`config.mk`:
```
export PLATFORM = sky130hd
export DESIGN_NAME = magma_top
export DESIGN_NICKNAME = d
export VERILOG_FILES = /design/src/source/magma_pkg.sv /design/src/source/magma_engine.sv /design/src/source/magma_key_arbiter.sv /design/src/source/magma_key_store.sv /design/src/source/magma_round.sv /design/src/source/magma_sbox.sv /design/src/source/magma_top.sv
export VERILOG_INCLUDE_DIRS = /design/src /design/src/source
export SDC_FILE = /design/constraint.sdc
export NUM_CORES = 1
export LEC_CHECK = 0
export ABC_AREA = 0
export BUFFER_PORTS_ARGS = -buffer_cell sky130_fd_sc_hd__buf_4
export CORE_MARGIN = 2
export CORE_UTILIZATION = 30
export CTS_CLUSTER_DIAMETER = 200
export DETAILED_ROUTE_END_ITERATION = 8
export PLACE_DENSITY_LB_ADDON = 0.2
export SKIP_LAST_GASP = 1
export SLEW_MARGIN = 20
export SYNTH_ARGS = -nofsm -noshare
export SYNTH_HDL_FRONTEND = slang
export SYNTH_SLANG_ARGS = --single-unit
```
`constraint.sdc`:
```
create_clock -name clk -period 4.1 [get_ports clk]
set_input_delay 0.82 -clock clk [delete_from_list [all_inputs] [get_ports clk]]
set_output_delay 0.82 -clock clk [all_outputs]
set_load 0.05 [all_outputs]
```
`src/source/magma_consts.svh`:
```
`ifndef MAGMA_CONSTS_SVH
`define MAGMA_CONSTS_SVH

// rounds per 64-bit block
`define MAGMA_ROUNDS 32

// 32-bit words in the 256-bit key
`define MAGMA_KEY_WORDS 8

// engines sharing the key read port
`define MAGMA_ENGINES 2

`endif

```
`src/source/magma_pkg.sv`:
```
`default_nettype none

`include "magma_consts.svh"

package magma_pkg;

  // one half of a block, also one round key word
  typedef logic [31:0] half_t;

  // left half in the upper 32 bits
  typedef logic [63:0] block_t;

  // word 0 holds key bits 255..224
  typedef logic [$clog2(`MAGMA_KEY_WORDS)-1:0] key_idx_t;

  typedef logic [$clog2(`MAGMA_ROUNDS)-1:0] round_t;

endpackage

`default_nettype wire

```
`src/source/magma_engine.sv`:
```
`default_nettype none

`include "magma_consts.svh"

module magma_engine #(
  parameter bit DECRYPT = 1'b0
) (
  input  wire                       clk,
  input  wire                       rst_n,
  input  wire                       start,
  input  wire  magma_pkg::block_t   block,
  output logic                      key_req,
  output magma_pkg::key_idx_t       key_idx,
  input  wire                       key_gnt,
  input  wire  magma_pkg::half_t    key_data,
  output logic                      busy,
  output logic                      done,
  output magma_pkg::block_t         result
);

  localparam int LAST = `MAGMA_ROUNDS - 1;

  // first round that walks the key words backwards
  localparam int SWITCH = DECRYPT ? `MAGMA_KEY_WORDS : `MAGMA_ROUNDS - `MAGMA_KEY_WORDS;

  logic                busy_q;
  logic                done_q;
  // key word for round_q is on key_data this cycle
  logic                pend_q;
  magma_pkg::round_t   round_q;
  magma_pkg::round_t   req_round;
  logic                last_round;

  magma_pkg::half_t    left_q;
  magma_pkg::half_t    right_q;
  magma_pkg::half_t    left_nxt;
  magma_pkg::half_t    right_nxt;

  assign last_round = pend_q && (round_q == magma_pkg::round_t'(LAST));

  // while a word returns, the next round is already requested
  assign req_round = pend_q ? magma_pkg::round_t'(round_q + 1'b1) : round_q;

  assign key_req = busy_q && !last_round;

  always_comb begin
    if (req_round < SWITCH) begin
      key_idx = magma_pkg::key_idx_t'(req_round);
    end else begin
      key_idx = ~magma_pkg::key_idx_t'(req_round);
    end
  end

  magma_round u_round (
    .left     (left_q),
    .right    (right_q),
    .round_key(key_data),
    .left_out (left_nxt),
    .right_out(right_nxt)
  );

  always_ff @(posedge clk) begin
    if (!rst_n) begin
      busy_q  <= 1'b0;
      done_q  <= 1'b0;
      pend_q  <= 1'b0;
      round_q <= '0;
    end else begin
      done_q <= 1'b0;
      if (!busy_q) begin
        pend_q <= 1'b0;
        if (start) begin
          busy_q  <= 1'b1;
          round_q <= '0;
        end
      end else begin
        pend_q <= key_gnt;
        if (pend_q) begin
          round_q <= round_q + 1'b1;
          if (last_round) begin
            busy_q <= 1'b0;
            done_q <= 1'b1;
          end
        end
      end
    end
  end

  // block halves, loaded on start and updated once per returned word
  always_ff @(posedge clk) begin
    if (!busy_q && start) begin
      left_q  <= block[63:32];
      right_q <= block[31:0];
    end else if (busy_q && pend_q) begin
      left_q  <= left_nxt;
      right_q <= right_nxt;
    end
  end

  assign busy = busy_q;
  assign done = done_q;

  // the last swap is undone on output
  assign result = {right_q, left_q};

endmodule

`default_nettype wire

```
`src/source/magma_key_arbiter.sv`:
```
`default_nettype none

`include "magma_consts.svh"

module magma_key_arbiter (
  input  wire                       clk,
  input  wire                       rst_n,
  input  wire                       enc_req,
  input  wire  magma_pkg::key_idx_t enc_idx,
  input  wire                       dec_req,
  input  wire  magma_pkg::key_idx_t dec_idx,
  output logic                      enc_gnt,
  output logic                      dec_gnt,
  output logic                      rd_en,
  output magma_pkg::key_idx_t       rd_addr
);

  // bit 0 is the encrypt engine, bit 1 the decrypt engine
  logic [`MAGMA_ENGINES-1:0] req;
  logic [`MAGMA_ENGINES-1:0] gnt;

  // engine granted most recently, 1 for decrypt
  logic last_q;

  assign req = {dec_req, enc_req};

  always_comb begin
    gnt = '0;
    if (&req) begin
      // contested, the engine that waited wins
      gnt[!last_q] = 1'b1;
    end else begin
      gnt = req;
    end
  end

  always_ff @(posedge clk) begin
    if (!rst_n) begin
      last_q <= 1'b1;
    end else if (|gnt) begin
      last_q <= gnt[1];
    end
  end

  assign enc_gnt = gnt[0];
  assign dec_gnt = gnt[1];

  assign rd_en   = |gnt;
  assign rd_addr = gnt[1] ? dec_idx : enc_idx;

endmodule

`default_nettype wire

```
`src/source/magma_key_store.sv`:
```
`default_nettype none

`include "magma_consts.svh"

module magma_key_store (
  input  wire                       clk,
  input  wire                       rst_n,
  input  wire                       key_we,
  input  wire  magma_pkg::key_idx_t key_addr,
  input  wire  magma_pkg::half_t    key_wdata,
  input  wire                       rd_en,
  input  wire  magma_pkg::key_idx_t rd_addr,
  output magma_pkg::half_t          rd_data
);

  magma_pkg::half_t mem [`MAGMA_KEY_WORDS];

  always_ff @(posedge clk) begin
    if (key_we) begin
      mem[key_addr] <= key_wdata;
    end
  end

  // same-word read during a write sees the old word
  always_ff @(posedge clk) begin
    if (!rst_n) begin
      rd_data <= '0;
    end else if (rd_en) begin
      rd_data <= mem[rd_addr];
    end
  end

endmodule

`default_nettype wire

```
`src/source/magma_round.sv`:
```
`default_nettype none

module magma_round (
  input  wire  magma_pkg::half_t left,
  input  wire  magma_pkg::half_t right,
  input  wire  magma_pkg::half_t round_key,
  output magma_pkg::half_t       left_out,
  output magma_pkg::half_t       right_out
);

  magma_pkg::half_t sum;
  magma_pkg::half_t subst;
  magma_pkg::half_t rotated;

  // modulo 2^32 key addition
  assign sum = right + round_key;

  for (genvar i = 0; i < 8; i++) begin : g_box
    magma_sbox u_sbox (
      .box_sel   (3'(i)),
      .nibble_in (sum[i*4 +: 4]),
      .nibble_out(subst[i*4 +: 4])
    );
  end

  // rotate left by 11
  assign rotated = {subst[20:0], subst[31:21]};

  // halves swap after mixing
  assign left_out  = right;
  assign right_out = left ^ rotated;

endmodule

`default_nettype wire

```
`src/source/magma_sbox.sv`:
```
`default_nettype none

module magma_sbox (
  input  wire  [2:0] box_sel,
  input  wire  [3:0] nibble_in,
  output logic [3:0] nibble_out
);

  // eight boxes of sixteen entries, box n at entries 16n..16n+15
  localparam logic [3:0] SBOX [128] = '{
    // box 0 serves the lowest nibble
    4'd12, 4'd4,  4'd6,  4'd2,  4'd10, 4'd5,  4'd11, 4'd9,
    4'd14, 4'd8,  4'd13, 4'd7,  4'd0,  4'd3,  4'd15, 4'd1,
    // box 1
    4'd6,  4'd8,  4'd2,  4'd3,  4'd9,  4'd10, 4'd5,  4'd12,
    4'd1,  4'd14, 4'd4,  4'd7,  4'd11, 4'd13, 4'd0,  4'd15,
    // box 2
    4'd11, 4'd3,  4'd5,  4'd8,  4'd2,  4'd15, 4'd10, 4'd13,
    4'd14, 4'd1,  4'd7,  4'd4,  4'd12, 4'd9,  4'd6,  4'd0,
    // box 3
    4'd12, 4'd8,  4'd2,  4'd1,  4'd13, 4'd4,  4'd15, 4'd6,
    4'd7,  4'd0,  4'd10, 4'd5,  4'd3,  4'd14, 4'd9,  4'd11,
    // box 4
    4'd7,  4'd15, 4'd5,  4'd10, 4'd8,  4'd1,  4'd6,  4'd13,
    4'd0,  4'd9,  4'd3,  4'd14, 4'd11, 4'd4,  4'd2,  4'd12,
    // box 5
    4'd5,  4'd13, 4'd15, 4'd6,  4'd9,  4'd2,  4'd12, 4'd10,
    4'd11, 4'd7,  4'd8,  4'd1,  4'd4,  4'd3,  4'd14, 4'd0,
    // box 6
    4'd8,  4'd14, 4'd2,  4'd5,  4'd6,  4'd9,  4'd1,  4'd12,
    4'd15, 4'd4,  4'd11, 4'd0,  4'd13, 4'd10, 4'd3,  4'd7,
    // box 7 serves the top nibble
    4'd1,  4'd7,  4'd14, 4'd13, 4'd0,  4'd5,  4'd8,  4'd3,
    4'd4,  4'd15, 4'd10, 4'd6,  4'd9,  4'd12, 4'd11, 4'd2
  };

  assign nibble_out = SBOX[{box_sel, nibble_in}];

endmodule

`default_nettype wire

```
`src/source/magma_top.sv`:
```
`default_nettype none

module magma_top (
  input  wire                       clk,
  input  wire                       rst_n,
  input  wire                       key_we,
  input  wire  magma_pkg::key_idx_t key_addr,
  input  wire  magma_pkg::half_t    key_wdata,
  input  wire                       enc_start,
  input  wire  magma_pkg::block_t   enc_block,
  output magma_pkg::block_t         enc_result,
  output logic                      enc_busy,
  output logic                      enc_done,
  input  wire                       dec_start,
  input  wire  magma_pkg::block_t   dec_block,
  output magma_pkg::block_t         dec_result,
  output logic                      dec_busy,
  output logic                      dec_done
);

  logic                enc_req;
  logic                dec_req;
  logic                enc_gnt;
  logic                dec_gnt;
  magma_pkg::key_idx_t enc_idx;
  magma_pkg::key_idx_t dec_idx;
  logic                rd_en;
  magma_pkg::key_idx_t rd_addr;
  magma_pkg::half_t    rd_data;

  magma_key_store u_key_store (
    .clk      (clk),
    .rst_n    (rst_n),
    .key_we   (key_we),
    .key_addr (key_addr),
    .key_wdata(key_wdata),
    .rd_en    (rd_en),
    .rd_addr  (rd_addr),
    .rd_data  (rd_data)
  );

  magma_key_arbiter u_key_arbiter (
    .clk    (clk),
    .rst_n  (rst_n),
    .enc_req(enc_req),
    .enc_idx(enc_idx),
    .dec_req(dec_req),
    .dec_idx(dec_idx),
    .enc_gnt(enc_gnt),
    .dec_gnt(dec_gnt),
    .rd_en  (rd_en),
    .rd_addr(rd_addr)
  );

  // both engines see the same read data
  magma_engine #(.DECRYPT(1'b0)) u_enc_engine (
    .clk     (clk),
    .rst_n   (rst_n),
    .start   (enc_start),
    .block   (enc_block),
    .key_req (enc_req),
    .key_idx (enc_idx),
    .key_gnt (enc_gnt),
    .key_data(rd_data),
    .busy    (enc_busy),
    .done    (enc_done),
    .result  (enc_result)
  );

  magma_engine #(.DECRYPT(1'b1)) u_dec_engine (
    .clk     (clk),
    .rst_n   (rst_n),
    .start   (dec_start),
    .block   (dec_block),
    .key_req (dec_req),
    .key_idx (dec_idx),
    .key_gnt (dec_gnt),
    .key_data(rd_data),
    .busy    (dec_busy),
    .done    (dec_done),
    .result  (dec_result)
  );

endmodule

`default_nettype wire

```
==> results.tsv, run 1 <==
metric	value	unit
die area	0.08248	mm²
Synth Net Count	2635	
outcome	completed	
post-DP HPWL	55250	µm
Worst setup EP type	flop	
most frequent cells in the layout	nand2_1 (545), buf_4 (404), edfxtp_1 (384)	
Die Wd	287.2	µm
GR met2 Demand/Resource	30.39	%
DP Area	0.02825	mm²
H-tree depth	2	
RePlAce Congestion	0.8956	
Peak VDD IR	0.0004323	V
post-layout util	37.96	%
n_diodes	0	
Clock Skews	0.03505	ns
CTS tree	done	
Syn Inst Count	2325	
I/O Pins	300	
critical path peak fanout	7	
CTS Root Buffer Type	clkbuf_16	
Num CTS Buffers	52	
GR Layer Usage met1	24.13	%
flops & latches, synth	433	
crit path launch type	flop	
Vias/cell	4.954	
max cap viols	0	
Pleak	12.21	nW
DRT Pass-1 Iters	5	
Final Cycle Share	95.56	%
global route hottest layer	met2	
Post-Syn Area	0.02406	mm²
Rel. slew slack	33.46	%
clock share of power	18.5	%
Rows	103	
gr usage total	18.11	%
worst r2r src	u_enc_engine.right_q[6]$_DFFE_PP_	
most common cell after layout, fill and taps aside	nand2_1	
FFs w/ async S/R, synth	0	%
WS Path Type	flop to flop	
clock tree buffer depth	3	
Seq pwr share	26.4	%
Hold Crit Start	key_wdata[16]	
largest net degree at the start of global routing	70	
Switch Pwr	0.01056	W
layout cell share with drive strength beyond 1	21.05	%
NumNets Final	2998	
distinct cell type count after synthesis	87	
DRC Markers	0	
Seq/Total Area, Yosys	52.00	%
# hold bufs at CTS	0	
clock slew at reported path FFs	0.06	ns
setup violators final	0	
Power Density	815.5	mW/mm²
Via Count	18737	
part of the power in combinational logic	55.1	%
grt met3 use	3.468	%
Critical Path RT	4.44	ns
Post-synth EDFFs	384	
internal power	0.01394	W
Tmin final	3.918	ns
sw frac	43.11	%
DRT antenna net count	0	
Worst-Skew Late Latency	0.63	ns
DIE HEIGHT	287.2	µm
count of port buffers added during placement	299	
area delta synth->final	24.86	%
clk sinks	433	
Post-Layout Inst Area	0.03004	mm²
DP Cell Count	3680	
Yosys Warn Count	0	
vias in the first global route	18328	
final slew viol count	0	
grt total ovfl	0	
Worst EP arrival	4.26	ns
initial antenna violation count	6	
average wire per standard cell	20.28	µm
global-route wire length before repair	114100	µm
Routed WL	76690	µm
post-route insts no fill	3782	
worst slew pin tran	0.9980	ns
core area	0.07913	mm²
Iter 0 DRT Violations	1193	
hold violation count in the final report	0	
ys flop type	edfxtp_1	
FMAX	0.2552	GHz
Initial Util	30.41	%
Syn Area/Cell	10.35	µm²
min-delay worst type	primary input to flop	
critical path startpoint	u_enc_engine.right_q[6]$_DFFE_PP_	
## path summary, 6_finish.rpt
check                                             to  slack (ns)  cells past startpoint
setup reg to reg  u_enc_engine.right_q[27]$_DFFE_PP_        0.18                     12
hold reg to reg       u_enc_engine.pend_q$_SDFF_PN0_        0.53                      2
setup / recovery  u_enc_engine.right_q[27]$_DFFE_PP_        0.18                     12
hold / removal      u_key_store.mem[3][16]$_DFFE_PP_        0.43                      1
## power groups by stage
| stage | Clock (W) | Combinational (W) | Sequential, W |
|---|---|---|---|
| floorplan | 0 | 0.00809 | 0.00764 |
| finish | 0.00454 | 0.0135 | 0.00646 |
| detailed placement | 0 | 0.0134 | 0.00658 |
| global placement | 0 | 0.0131 | 0.00656 |
| global route | 0.00485 | 0.0148 | 0.00653 |
| CTS | 0.00466 | 0.0134 | 0.00649 |
## critical path: stages, from the launching register on
cell and delay [ns]:
edfxtp_1 0.43, ha_1 0.41, a21o_1 0.21, o21bai_1 0.15, o41ai_2 0.11, o41a_2 0.40
buf_4 0.16, o31ai_1 0.43, xor2_2 0.32, ha_1 0.31, mux4_2 0.47, xnor2_1 0.14
o21ai_0 0.09
## sequential cells by signal, indices dropped and copies added, names as in the netlist
signal,cells
u_enc_engine.left_q,32
u_dec_engine.round_q,5
u_enc_engine.right_q,32
u_enc_engine.round_q,5
u_key_store.rd_data,32
u_enc_engine.pend_q,1
u_dec_engine.done,1
u_key_arbiter.last_q,1
u_enc_engine.busy,1
u_dec_engine.right_q,32
u_enc_engine.done,1
u_dec_engine.busy,1
u_key_store.mem,256
u_dec_engine.pend_q,1
u_dec_engine.left_q,32
## stage by stage
step / hold WS [ns] / TNS, ns / setup slack (ns) / total power, W
3_3_place_gp: 0.4988 / 0 / 0.1449 / 0.01962
6_report: 0.4290 / 0 / 0.1821 / 0.02450
3_5_place_dp: 0.5072 / 0 / 0.06747 / 0.01995
4_1_cts: 0.3927 / 0 / 0.05424 / 0.02459
2_1_floorplan: 0.4782 / 0 / 0.06864 / 0.01572
5_1_grt: 0.4030 / -0.02145 / -0.02145 / 0.02621
## cell type report
cell class	count	area, µm²
multi-input cells	1708	11000
flip-flops and latches	433	12510
inverters	79	296.5
well taps	1050	1314
fillers	7957	49090
repair buffers	414	3233
clock inverters	25	290.3
clock buffers	73	1390
## Yosys cell counts, types with 3 or more instances
cell type / instances / share of area (%)
a21boi_0: 5 / 0.16
nor3b_1: 7 / 0.22
mux4_2: 20 / 1.9
a311oi_1: 35 / 1.3
o21bai_1: 8 / 0.25
a2111o_1: 5 / 0.23
a21bo_2: 3 / 0.12
a31oi_1: 48 / 1.2
o22ai_1: 5 / 0.13
nand3b_1: 4 / 0.12
xor2_1: 53 / 1.9
o211ai_1: 17 / 0.53
or3_1: 13 / 0.34
o21ai_0: 75 / 1.6
a21o_1: 33 / 1.0
dfxtp_1: 49 / 4.1
o21ai_1: 7 / 0.15
nor3_1: 22 / 0.46
mux2_2: 9 / 0.42
a211o_1: 5 / 0.18
buf_1: 3 / 0.047
nand2_1: 546 / 8.5
edfxtp_1: 384 / 48
or2_2: 5 / 0.13
a21oi_1: 102 / 2.1
nor4_1: 3 / 0.078
nand3_1: 95 / 2.0
ha_1: 140 / 7.3
inv_1: 77 / 1.2
nand4_1: 12 / 0.31
a32oi_1: 4 / 0.15
a211oi_1: 44 / 1.4
mux2i_1: 26 / 1.1
and2_1: 8 / 0.21
clkbuf_1: 90 / 1.4
o31ai_1: 4 / 0.12
nor2_1: 143 / 2.2
xnor2_1: 76 / 2.8
nand2b_1: 11 / 0.29
buf_2: 11 / 0.23
nor2b_1: 6 / 0.16
o21a_1: 14 / 0.44
and3_1: 43 / 1.1
## kinds of logic after synthesis
group	after synthesis	synth area share [%]
buf+inv	184	2.959
mux	57	3.594
flops	433	52.00
fa+ha+maj	142	7.447
xor+xnor	130	4.764
simple gates	928	16.57
compound gates	451	12.66
## routing by layer
| metal | share of wire, % | wire [µm] |
|---|---|---|
| met1 | 45 | 34390 |
| met4 | 2.0 | 1513 |
| met2 | 47 | 36330 |
| met5 | 0.11 | 82 |
| met3 | 5.7 | 4371 |
## repair_timing
action / in CTS / in global routing
gates resized for setup: 0 / 15
buffers inserted: 0 / 4
setup endpoints to repair: 0 / 25
Note: power is estimated with default switching activity, not from simulation.
==> run 2, diff against run 1 <==
--- a/config.mk
+++ b/config.mk
@@ -6,12 +6,13 @@
 export SDC_FILE = /design/constraint.sdc
 export NUM_CORES = 1
 export LEC_CHECK = 0
-export ABC_AREA = 0
+export ABC_AREA = 1
 export BUFFER_PORTS_ARGS = -buffer_cell sky130_fd_sc_hd__buf_4
 export CORE_MARGIN = 2
-export CORE_UTILIZATION = 30
+export CORE_UTILIZATION = 50
 export CTS_CLUSTER_DIAMETER = 200
 export DETAILED_ROUTE_END_ITERATION = 8
+export MAX_ROUTING_LAYER = met4
 export PLACE_DENSITY_LB_ADDON = 0.2
 export SKIP_LAST_GASP = 1
 export SLEW_MARGIN = 20
==> run 2 against run 1 <==
Register-to-register slack gained 0.24 ns. Combinational power shrank 4%. Synthesized cell count grew 38%. Global-route usage grew 11 points. Die area shrank 35%. First-iteration DRC count grew 58%. Non-clock buffer count shrank 89. Total power shrank 3.6%. Sequential cell count is the same. Via count grew 21%. Area after synthesis grew 7.6%. Largest cell class unchanged.
==> results.tsv, run 2 <==
metric	value	unit	change
clk sinks	433		unchanged
post-cts resize count	0		unchanged
gr usage total	29.35	%	+11 points
die area	0.05361	mm²	-35%
flops & latches, synth	433		unchanged
DRC Markers	0		unchanged
largest family of logic cells by synthesized area	simple AND/OR/NAND/NOR gates		
crit path cell chain	ha_1 > inv_1 > fa_1 > inv_1 > nand3_1 > nand2_1 > nand2_1 > nand2_1 > nand2_1 > nand2_1 > nand2_1 > nand2_1 > xor2_1 > inv_1 > ha_1 > o21ai_0 > nand2_1 > nand2_1 > nand2_1 > nand3_1 > nand2_1		
part of the power in combinational logic	54.9	%	-0.2 points
Vias/cell	5.417		+9.3%
CP max stage cell	edfxtp_1		
Clock Skews	0.02403	ns	-0.01102 ns
adder-cell share of the synthesized area	6.921	%	-0.53 points
ys flop type	edfxtp_1		
largest net degree at the start of global routing	79		+13%
Synth top area share	44.54	%	-3.4 points
Initial Util	50.46	%	+20 points
Post-synth EDFFs	384		unchanged
Synth Net Count	3518		+34%
Pleak	14.33	nW	+17%
most frequent cells in the layout	nand2_1 (1166), nand3_1 (507), edfxtp_1 (384)		
CTS Root Buffer Type	clkbuf_16		
Power Density	779.7	mW/mm²	-4.4%
Seq pwr share	27.5	%	+1.1 points
RePlAce Congestion	0.9660		+7.9%
count of port buffers added during placement	299		unchanged
most used cell, CP	nand2_1		
RSZ-0062 raised after global routing	false		
Rel. slew slack	39.39	%	+5.9 points
I/O Pins	300		unchanged
CTS tree	done		
final slew viol count	0		unchanged
min-delay worst type	primary input to flop		
Iter 0 DRT Violations	1882		+58%
internal power	0.01221	W	-12%
DP Cell Count	4116		+12%
grt total ovfl	0		unchanged
DIE HEIGHT	231.5	µm	-19%
clock tree buffer depth	3		unchanged
average wire per standard cell	18.54	µm	-8.6%
Yosys Warn Count	0		unchanged
Worst-Skew Late Latency	0.62	ns	about the same
mux cell area share after synthesis	0.03867	%	-3.6 points
top cells by count, synth	nand2_1 (1168), nand3_1 (507), edfxtp_1 (384), inv_1 (370), ha_1 (140)		
Die Wd	231.5	µm	-19%
Seq/Total Area, Yosys	48.33	%	-3.7 points
most common cell after layout, fill and taps aside	nand2_1		
n_diodes	0		unchanged
XOR/XNOR Fraction of Synth Area	2.122	%	-2.6 points
post-CTS setup buffers	0		unchanged
Synth area leaders	edfxtp_1 (45%), nand2_1 (17%), nand3_1 (9.8%)		
H-tree depth	2		unchanged
FFs w/ async S/R, synth	0	%	unchanged
Routed WL	77880	µm	+1.6%
area delta synth->final	17.05	%	
Critical Path RT	4.46	ns	+0.02 ns
FMAX	0.2720	GHz	+6.6%
core area	0.05130	mm²	-35%
largest area contributor in the netlist	edfxtp_1		
critical path peak fanout	5		-2
initial antenna violation count	0		-6
Synth Area in Compound Gates	5.273	%	-7.4 points
worst path bufs/invs	3		+2
setup tns final	0	ns	unchanged
post-route insts no fill	4200		+11%
post-DP HPWL	55390	µm	+0.24%
outcome	completed		
sw frac	48.33	%	+5.2 points
hold slack	0.4438	ns	+0.01480 ns
layout cell share with drive strength beyond 1	12.13	%	-8.9 points
Num CTS Buffers	48		-7.7%
Worst EP arrival	4.04	ns	-0.22 ns
critical path's top delay family	simple AND/OR/NAND/NOR gates		
Syn Inst Count	3208		+38%
distinct cell type count after synthesis	41		-53%
max reg flops	256		unchanged
Rows	83		-19%
NumNets Final	3796		+27%
Simple-Gate Fraction of Synth Area	29.85	%	+13 points
Final Cycle Share	89.66	%	-5.9 points
Via Count	22752		+21%
Tmin final	3.676	ns	-0.2417 ns
Worst setup EP type	flop		
WS Path Type	flop to flop		
DRT Pass-1 Iters	5		unchanged
crit path launch type	flop		
Peak VDD IR	0.0003620	V	-16%
worst slew pin tran	0.9091	ns	-0.08889 ns
# hold bufs at CTS	0		unchanged
Post-Syn Area	0.02589	mm²	+7.6%
Syn Area/Cell	8.070	µm²	-22%
setup violators final	0		unchanged
clock share of power	17.7	%	-0.8 points
vias in the first global route	21319		+16%
CP peak stage delay	0.42	ns	-0.05 ns
Switch Pwr	0.01142	W	+8.1%
clock slew at reported path FFs	0.06	ns	about the same
DRT antenna net count	0		unchanged
Top reg by flops	u_key_store.mem		
global-route wire length before repair	118500	µm	+3.8%
hold violation count in the final report	0		unchanged
max cap viols	0		unchanged
top-count cell post-synth	nand2_1		
-- run 2: cell types whose count changed after synthesis, moves of 46 or more --
cell	before	now
o21ai_0	75	124
nand3_1	95	507
xnor2_1	76	26
inv_1	77	370
clkbuf_1	90	44
nand2_1	546	1168
-- run 2: area by class of cell --
type                            instances  area [µm²]
Fill cell                            4562       21000
Sequential cell                       433       12510
Multi-Input combinational cell       2302       11510
Timing Repair Buffer                  325        2502
Inverter                              376        1411
Clock buffer                           59        1242
Tap cell                              680       850.8
Clock inverter                         25       272.8
-- run 2: kinds of logic after synthesis --
logic type	Yosys count
simple gates	1854
buf+inv	473
flops	433
compound gates	244
fa+ha+maj	142
mux	1
xor+xnor	61
-- run 2: path summary, 6_finish.rpt --
path | to | slack (ns) | depth (start not counted) | startpoint
setup / recovery | u_dec_engine.right_q[0]$_DFFE_PP_ | 0.42 | 21 | u_dec_engine.right_q[0]$_DFFE_PP_
hold / removal | u_key_store.mem[0][18]$_DFFE_PP_ | 0.44 | 1 | key_wdata[18]
setup reg to reg | u_dec_engine.right_q[0]$_DFFE_PP_ | 0.42 | 21 | u_dec_engine.right_q[0]$_DFFE_PP_
hold reg to reg | u_enc_engine.round_q[3]$_SDFFE_PN0P_ | 0.48 | 2 | u_enc_engine.round_q[3]$_SDFFE_PN0P_
-- run 2: metrics by stage --
step	worst slack [ns]	area (µm²)	utilization, %	power (W)
6_report	0.4238	30300	59.07	0.02363
5_1_grt	0.1937	30300	59.07	0.02540
4_1_cts	0.5002	30300	59.07	0.02361
3_5_place_dp	0.5138	28790	56.11	0.01939
3_3_place_gp	0.6243	28790	56.11	0.01894
2_1_floorplan	0.6584	25890	-	0.01568
-- run 2: metal layers --
layer	wire length [µm]	part of all wire, %	global-route usage (%)	vias to the layer above
met5	0	0	-	-
met4	2043	2.6	8.053	0
met3	5808	7.5	4.515	136
met2	37720	48	49.08	828
met1	32310	41	37.17	10673
li1	-	-	-	11115
-- run 2: power by group through the flow --
stage,sequential [W],combinational [W],clock [W]
floorplan,0.00777,0.00791,0
detailed placement,0.00657,0.0128,0
global route,0.00653,0.0144,0.00442
global placement,0.00655,0.0124,0
CTS,0.00648,0.0129,0.00425
finish,0.00649,0.0130,0.00417
